<file path="src/common/dot_matrix_pkg.sv">
`default_nettype none

package dot_matrix_pkg;

    // scan timing kept short for simulation
    localparam int ROW_TICKS = 4;
    localparam int NUM_ROWS = 8;
    localparam int NUM_GLYPHS = 12; // this index and above are dark

    localparam int ROW_W = $clog2(NUM_ROWS);
    localparam int TICK_W = $clog2(ROW_TICKS);
    localparam int GLYPH_W = 4;

    localparam logic [TICK_W-1:0] TICK_LAST = TICK_W'(ROW_TICKS - 1);
    localparam logic [ROW_W-1:0] ROW_LAST = ROW_W'(NUM_ROWS - 1);

    // command opcodes
    typedef enum logic [1:0]
    {
        OP_SHOW  = 2'd0, // new glyph and unblank
        OP_COLOR = 2'd1,
        OP_BLANK = 2'd2  // glyph and color kept
    } disp_op_e;

    // bit 1 lights red and bit 0 lights green
    typedef enum logic [1:0]
    {
        COLOR_OFF   = 2'b00,
        COLOR_GREEN = 2'b01,
        COLOR_RED   = 2'b10,
        COLOR_AMBER = 2'b11
    } color_e;

    typedef struct packed
    {
        disp_op_e op;
        logic [GLYPH_W-1:0] glyph;
        color_e color;
    } disp_cmd_t;

    typedef struct packed
    {
        logic [GLYPH_W-1:0] glyph;
        color_e color;
        logic blank;
    } disp_state_t;

    typedef struct packed
    {
        logic [7:0] row;  // active low one-hot
        logic [7:0] colr; // active high
        logic [7:0] colg; // active high
    } matrix_drive_t;

    // power-up picture is blanked green blob 0
    localparam disp_state_t STATE_RESET = '{
        glyph: '0,
        color: COLOR_GREEN,
        blank: 1'b1
    };

endpackage

`default_nettype wire

</file>
<file path="src/hdl/glyph_rom.sv">
`timescale 1ns/1ns
`default_nettype none

module glyph_rom
(
    input  logic [dot_matrix_pkg::GLYPH_W-1:0] glyph,
    input  logic [dot_matrix_pkg::ROW_W-1:0]   row_idx,
    output logic [7:0]                         bits
);

    always_comb
    begin
        bits = '0;
        if (glyph < dot_matrix_pkg::GLYPH_W'(dot_matrix_pkg::NUM_GLYPHS))
        begin
            case (glyph)
                // level blobs, smallest first
                4'd0: if (row_idx == 3'd3 || row_idx == 3'd4) bits = 8'b0001_1000;
                4'd1:
                case (row_idx)
                    3'd2, 3'd5: bits = 8'b0001_1000;
                    3'd3, 3'd4: bits = 8'b0011_1100;
                    default: bits = '0;
                endcase
                4'd2:
                case (row_idx)
                    3'd2, 3'd5: bits = 8'b0011_1100;
                    3'd3, 3'd4: bits = 8'b0111_1110;
                    default: bits = '0;
                endcase
                4'd3:
                case (row_idx)
                    3'd1, 3'd6: bits = 8'b0011_1100;
                    3'd0, 3'd7: bits = '0;
                    default: bits = 8'b0111_1110;
                endcase
                4'd4:
                case (row_idx)
                    3'd0, 3'd7: bits = 8'b0011_1100;
                    3'd1, 3'd6: bits = 8'b0111_1110;
                    default: bits = 8'b1111_1111;
                endcase
                4'd5: bits = 8'b1111_1111; // full block
                4'd6:
                case (row_idx) // heart
                    3'd1: bits = 8'b0110_0110;
                    3'd2, 3'd3: bits = 8'b1111_1111;
                    3'd4: bits = 8'b0111_1110;
                    3'd5: bits = 8'b0011_1100;
                    3'd6: bits = 8'b0001_1000;
                    default: bits = '0;
                endcase
                4'd7:
                case (row_idx) // smiley
                    3'd0, 3'd7: bits = 8'b0011_1100;
                    3'd1, 3'd6: bits = 8'b0100_0010;
                    3'd2, 3'd4: bits = 8'b1010_0101;
                    3'd3: bits = 8'b1000_0001;
                    default: bits = 8'b1001_1001;
                endcase
                4'd8:
                case (row_idx) // up arrow
                    3'd1: bits = 8'b0011_1100;
                    3'd2: bits = 8'b0111_1110;
                    3'd3: bits = 8'b1101_1011;
                    default: bits = 8'b0001_1000;
                endcase
                4'd9:
                case (row_idx) // check mark
                    3'd1: bits = 8'b0000_0001;
                    3'd2: bits = 8'b0000_0011;
                    3'd3: bits = 8'b0000_0110;
                    3'd4: bits = 8'b1000_1100;
                    3'd5: bits = 8'b1101_1000;
                    3'd6: bits = 8'b0111_0000;
                    3'd7: bits = 8'b0010_0000;
                    default: bits = '0;
                endcase
                4'd10:
                case (row_idx) // cross
                    3'd0, 3'd7: bits = 8'b1000_0001;
                    3'd1, 3'd6: bits = 8'b0100_0010;
                    3'd2, 3'd5: bits = 8'b0010_0100;
                    default: bits = 8'b0001_1000;
                endcase
                4'd11:
                case (row_idx) // thermometer
                    3'd0: bits = 8'b0001_1000;
                    3'd1, 3'd2: bits = 8'b0010_0100;
                    3'd3, 3'd4: bits = 8'b0010_1100;
                    3'd5, 3'd6: bits = 8'b0101_1110;
                    default: bits = 8'b0011_1100;
                endcase
                default: bits = '0;
            endcase
        end
    end

endmodule

`default_nettype wire

</file>
<file path="src/hdl/pixel_driver.sv">
`timescale 1ns/1ns
`default_nettype none

module pixel_driver
(
    input  logic                               clk,
    input  logic                               rst,
    input  logic [dot_matrix_pkg::ROW_W-1:0]   row_idx,
    input  dot_matrix_pkg::disp_state_t        state,
    output dot_matrix_pkg::matrix_drive_t      drive
);

    logic [7:0] rom_bits;
    logic red_on;
    logic green_on;

    glyph_rom rom_i
    (
        .glyph   (state.glyph),
        .row_idx (row_idx),
        .bits    (rom_bits)
    );

    // amber drives both planes
    assign red_on = !state.blank &&
        (state.color == dot_matrix_pkg::COLOR_RED ||
         state.color == dot_matrix_pkg::COLOR_AMBER);
    assign green_on = !state.blank &&
        (state.color == dot_matrix_pkg::COLOR_GREEN ||
         state.color == dot_matrix_pkg::COLOR_AMBER);

    always_ff @(posedge clk or posedge rst)
    begin
        if (rst)
        begin
            drive.row <= '1; // all rows off
            drive.colr <= '0;
            drive.colg <= '0;
        end
        else
        begin
            drive.row <= ~(8'b0000_0001 << row_idx);
            drive.colr <= red_on ? rom_bits : 8'b0000_0000;
            drive.colg <= green_on ? rom_bits : 8'b0000_0000;
        end
    end

endmodule

`default_nettype wire

</file>
<file path="src/hdl/row_scanner.sv">
`timescale 1ns/1ns
`default_nettype none

module row_scanner
(
    input  logic                             clk,
    input  logic                             rst,
    output logic [dot_matrix_pkg::ROW_W-1:0] row_idx,
    output logic                             frame_start
);

    logic [dot_matrix_pkg::TICK_W-1:0] tick;
    logic row_step;

    assign row_step = (tick == dot_matrix_pkg::TICK_LAST);

    // last tick of row 7 where the row counter wraps
    assign frame_start = row_step && (row_idx == dot_matrix_pkg::ROW_LAST);

    always_ff @(posedge clk or posedge rst)
    begin
        if (rst)
        begin
            tick <= '0;
        end
        else if (row_step)
        begin
            tick <= '0;
        end
        else
        begin
            tick <= tick + dot_matrix_pkg::TICK_W'(1);
        end
    end

    always_ff @(posedge clk or posedge rst)
    begin
        if (rst)
        begin
            row_idx <= '0;
        end
        else if (row_step)
        begin
            if (row_idx == dot_matrix_pkg::ROW_LAST)
            begin
                row_idx <= '0;
            end
            else
            begin
                row_idx <= row_idx + dot_matrix_pkg::ROW_W'(1);
            end
        end
    end

endmodule

`default_nettype wire

</file>
<file path="src/hdl/matrix_cmd_decode.sv">
`timescale 1ns/1ns
`default_nettype none

module matrix_cmd_decode
(
    input  logic                        clk,
    input  logic                        rst,
    input  dot_matrix_pkg::disp_cmd_t   cmd,
    input  logic                        cmd_valid,
    output logic                        cmd_ready,
    input  logic                        frame_start,
    output dot_matrix_pkg::disp_state_t state
);

    logic pend_full;
    logic take;
    dot_matrix_pkg::disp_cmd_t pend;

    // ready only while the one-entry slot is empty
    assign cmd_ready = ~pend_full;
    assign take = cmd_valid & cmd_ready;

    always_ff @(posedge clk or posedge rst)
    begin
        if (rst)
        begin
            pend_full <= 1'b0;
        end
        else if (take)
        begin
            pend_full <= 1'b1;
        end
        else if (frame_start)
        begin
            pend_full <= 1'b0; // applied below on the same edge
        end
    end

    always_ff @(posedge clk)
    begin
        if (take)
        begin
            pend <= cmd;
        end
    end

    // active state only changes on a frame boundary
    always_ff @(posedge clk or posedge rst)
    begin
        if (rst)
        begin
            state <= dot_matrix_pkg::STATE_RESET;
        end
        else if (frame_start && pend_full)
        begin
            case (pend.op)
                dot_matrix_pkg::OP_SHOW:
                begin
                    state.glyph <= pend.glyph;
                    state.blank <= 1'b0;
                end
                dot_matrix_pkg::OP_COLOR:
                begin
                    state.color <= pend.color;
                end
                dot_matrix_pkg::OP_BLANK:
                begin
                    state.blank <= 1'b1;
                end
                default:
                begin
                    state <= state; // reserved opcode is dropped
                end
            endcase
        end
    end

endmodule

`default_nettype wire

</file>
<file path="src/hdl/dot_matrix_top.sv">
`timescale 1ns/1ns
`default_nettype none

module dot_matrix_top
(
    input  logic                          clk,
    input  logic                          rst,
    input  dot_matrix_pkg::disp_cmd_t     cmd,
    input  logic                          cmd_valid,
    output logic                          cmd_ready,
    output dot_matrix_pkg::matrix_drive_t drive
);

    logic frame_start;
    logic [dot_matrix_pkg::ROW_W-1:0] row_idx;
    dot_matrix_pkg::disp_state_t state;

    matrix_cmd_decode decode_i
    (
        .clk         (clk),
        .rst         (rst),
        .cmd         (cmd),
        .cmd_valid   (cmd_valid),
        .cmd_ready   (cmd_ready),
        .frame_start (frame_start),
        .state       (state)
    );

    row_scanner scanner_i
    (
        .clk         (clk),
        .rst         (rst),
        .row_idx     (row_idx),
        .frame_start (frame_start)
    );

    // one clock behind row_idx and state
    pixel_driver driver_i
    (
        .clk     (clk),
        .rst     (rst),
        .row_idx (row_idx),
        .state   (state),
        .drive   (drive)
    );

endmodule

`default_nettype wire

</file>
<file path="config.mk">
export PLATFORM = sky130hd
export DESIGN_NAME = dot_matrix_top
export DESIGN_NICKNAME = d
export VERILOG_FILES = /design/src/common/dot_matrix_pkg.sv /design/src/hdl/glyph_rom.sv /design/src/hdl/pixel_driver.sv /design/src/hdl/row_scanner.sv /design/src/hdl/matrix_cmd_decode.sv /design/src/hdl/dot_matrix_top.sv
export SDC_FILE = /design/constraint.sdc
export NUM_CORES = 1
export LEC_CHECK = 0
export ABC_AREA = 0
export ABC_CLOCK_PERIOD_IN_PS = 2600
export BUFFER_PORTS_ARGS = -buffer_cell sky130_fd_sc_hd__buf_2
export CELL_PAD_IN_SITES_DETAIL_PLACEMENT = 1
export CELL_PAD_IN_SITES_GLOBAL_PLACEMENT = 1
export CORE_MARGIN = 5
export CORE_UTILIZATION = 35
export CTS_BUF_LIST = sky130_fd_sc_hd__clkbuf_8
export DETAILED_ROUTE_END_ITERATION = 8
export PLACE_DENSITY = 0.69
export SYNTH_ARGS = -nofsm -noshare
export SYNTH_HDL_FRONTEND = slang
export SYNTH_SLANG_ARGS = --single-unit
export TNS_END_PERCENT = 20
</file>
<file path="constraint.sdc">
create_clock -name clk -period 2.6 [get_ports clk]
set_input_delay 0.39 -clock clk [delete_from_list [all_inputs] [get_ports clk]]
set_output_delay 0.39 -clock clk [all_outputs]
set_load 0.02 [all_outputs]
</file>
==> reports/qor.txt <==
PortBufs - 35
fmax - 425 MHz
CTS tree - built
Die X - 90.6 um
metal3 WL - 266 um
Crit Path Category - flip-flop to flip-flop
PD cells - 443 nW/um2
clock transition at the registers of the reported paths - 0.09 ns
Main synth FF type - dfrtp_1
crit path time final - 2.35 ns
initial antenna violation count - 0
Logic pwr share - 1.6%
largest net degree at the start of global routing - 38
Final Max Tran Viols - 0
Final Skew - 0.00931 ns
FF+latch count, synth - 45
Site Rows - 29
RSZ-0062 raised after global routing - false
net switching power - 0.255 mW
Post-Syn Area per Cell - 10.4 um2
First-pass DRT Iterations - 4
first-pass GRT wire length - 9.36 mm
die height - 90.6 um
Worst-Margin Slew - 0.753 ns
CTS H-tree depth - 2
TritonCTS Sinks - 45
Critical Path RT - 2.77 ns
hold crit path type - primary input to asynchronous set/reset pin
Met1 Routed Length - 2.35 mm
worst setup margin - 0.248 ns
crit path capture type - flip-flop
Core Region - 6350 um2
DR iter-0 viols - 152
Worst setup SP type - flip-flop
CTS Hold Bufs - 0
final core utilization - 41.4%
Initial Util - 35.8%
Total Wirelength - 5.47 mm
Max-slew headroom - 49.8%
Switching Share - 21.9%
Critical Path AT - 2.53 ns
Global Route Usage Sum - 14.1%
met2 wire len - 2.73 mm
IO Count - 36
setup tns final - 0 ns
DIE AREA - 8210 um2
Ys Warns - 0
final worst-path cycle share - 90.5%
RePlAce Congestion - 0.845
leak pwr - 1.12 nW
routed vias - 1,774
EDFF count, synth - 8
Hold Violations, Final - 0
sequential cell fraction of total power - 61.6%
Max rail drop VDD - 0.239 mV
final setup violation count - 0
synth-to-layout area growth - 15.7%
outcome - finished clean
Post-synth ARST share - 82.2%
DRC Markers - 0
Int Pwr - 0.910 mW
Seq/Total Area, Yosys - 51.8%
Antenna Nets Post-Route - 0
HPWL Detailed - 4.05 mm
setup bufs post-CTS - 0
Post-Synthesis Cells - 219
CTS root buffer - clkbuf_8
dpl ws - 0.0652 ns
CP Max Fanout - 12
share of layout cells above drive strength 1 - 30.2%
Syn Nets - 239
global route overflow - 0
Synth cell types - 48
max cap viols - 0
Max Used Layer - met4
CTS Buf Count - 5
WL per Instance - 16.6 um
latest clock arrival within the worst-skew pair - 0.31 ns
Clock Power Share - 36.8%
Mapped Area - 2270 um2
Antenna diodes - 0
via-per-instance ratio - 5.39
vias in the first global route - 1,846
clk buf depth - 2
filler instances - 709
nets - 271
==> final timing paths <==
path | startpoint | cells past startpoint | endpoint | slack, ns
setup reg to reg | scanner_i.row_idx[1]$_DFFE_PP0P_ | 7 | driver_i.drive[13]$_DFF_PP0_ | 0.25
max in group asynchronous | rst | 3 | driver_i.drive[19]$_DFF_PP1_ | 2.07
hold / removal | rst | 3 | driver_i.drive[15]$_DFF_PP0_ | 0.17
setup / recovery | scanner_i.row_idx[1]$_DFFE_PP0P_ | 7 | driver_i.drive[13]$_DFF_PP0_ | 0.25
hold reg to reg | scanner_i.tick[0]$_DFF_PP0_ | 1 | scanner_i.tick[0]$_DFF_PP0_ | 0.43
min in group clk | cmd[6] | 1 | decode_i.pend[6]$_DFFE_PP_ | 0.25
==> layer usage <==
metal  vias up  GRT usage [%]
met3        12           4.25
met1       865           17.7
met5         -              0
met2        44           22.7
met4         0           5.58
li1        853              -
==> placed cells by master, fill, tap and decap left out, types with 3 or more instances in the layout <==
cell type	n
edfxtp_1	8
nor3_1	9
a31oi_1	8
buf_4	6
o21ai_0	10
nand3b_1	4
nor2_1	10
dfrtp_1	26
dfstp_2	10
ha_1	6
mux2i_1	3
nor2b_1	4
nand2b_1	10
nand3_1	4
a21oi_1	22
ha_2	3
a211oi_1	4
inv_1	7
buf_2	35
mux2_2	6
clkbuf_8	5
nand2_1	15
==> worst max-delay path: stages, from the launching register on <==
cell and delay, ns:
dfrtp_2 0.49, inv_1 0.16, ha_2 0.29, or3b_1 0.39, a31oi_1 0.26, o41ai_2 0.15, nor4_4 0.36, a21oi_1 0.12
==> final cells by class <==
class | instances | area, um2 | area share (%)
tap | 77 | 96.3 | 3.66
sequential | 45 | 1180 | 44.9
timing repair buffer | 41 | 220 | 8.37
clock inverter | 3 | 17.5 | 0.666
multi-input combinational | 150 | 1020 | 38.7
clock buffer | 5 | 68.8 | 2.62
inverter | 8 | 30.0 | 1.14
==> metrics by stage <==
stage	instance area, um2	hold slack (ns)	power [mW]	std cells
CTS	2600	0.192	1.18	329
finish	2630	0.174	1.17	329
global placement	2520	0.413	0.750	321
floorplan	2270	0.403	0.740	219
global route	2630	0.214	1.22	329
detailed placement	2520	0.426	0.752	321
==> timing repair <==
action,in CTS,in global routing
endpoints found under the hold margin,0,0
gates resized for setup,0,7
setup endpoints to repair,0,10
==> power by group through the flow <==
stage / logic (mW) / clock network, mW / registers [mW]
final: 0.0191 / 0.429 / 0.717
after global routing: 0.0232 / 0.483 / 0.718
after CTS: 0.0205 / 0.444 / 0.717
after detailed placement: 0.0205 / 0 / 0.731
after global placement: 0.0192 / 0 / 0.731
after floorplan: 0.00854 / 0 / 0.731
==> sequential cells by signal, summed over array words and instances (netlist names) <==
signal / flops
decode_i.pend: 8
scanner_i.row_idx: 3
driver_i.drive: 24
decode_i.state: 7
scanner_i.tick: 2
decode_i.pend_full: 1
==> kinds of logic (layout without fill, tap and decap cells) <==
| kind of cell | Yosys count | count (layout) | synth area share, % |
|---|---|---|---|
| flip-flops | 45 | 45 | 51.8 |
| adder cells (fa/ha/maj) | 9 | 9 | 4.95 |
| AO/OA/AOI/OAI | 57 | 57 | 15.2 |
| multiplexers | 9 | 9 | 4.29 |
| buffers and inverters | 24 | 57 | 4.51 |
| AND/OR/NAND/NOR | 75 | 75 | 19.2 |
==> synth_stat cells, types with 3 or more instances <==
master    number  area (um2)
nand3b_1       4        30.0
mux2_2         6        67.6
nand2b_1      10        62.6
ha_1           9         113
dfstp_2       10         263
inv_1          7        26.3
a211oi_1       4        30.0
nand2_1       15        56.3
a21oi_1       22         110
edfxtp_1       8         240
nor2b_1        4        25.0
mux2i_1        3        30.0
nand3_1        4        20.0
nor3_1         9        45.0
nor2_1        11        41.3
clkbuf_1      11        41.3
a31oi_1        8        50.1
o21ai_0       10        50.1
dfrtp_1       27         676
Power figures use the tool's default switching activity.
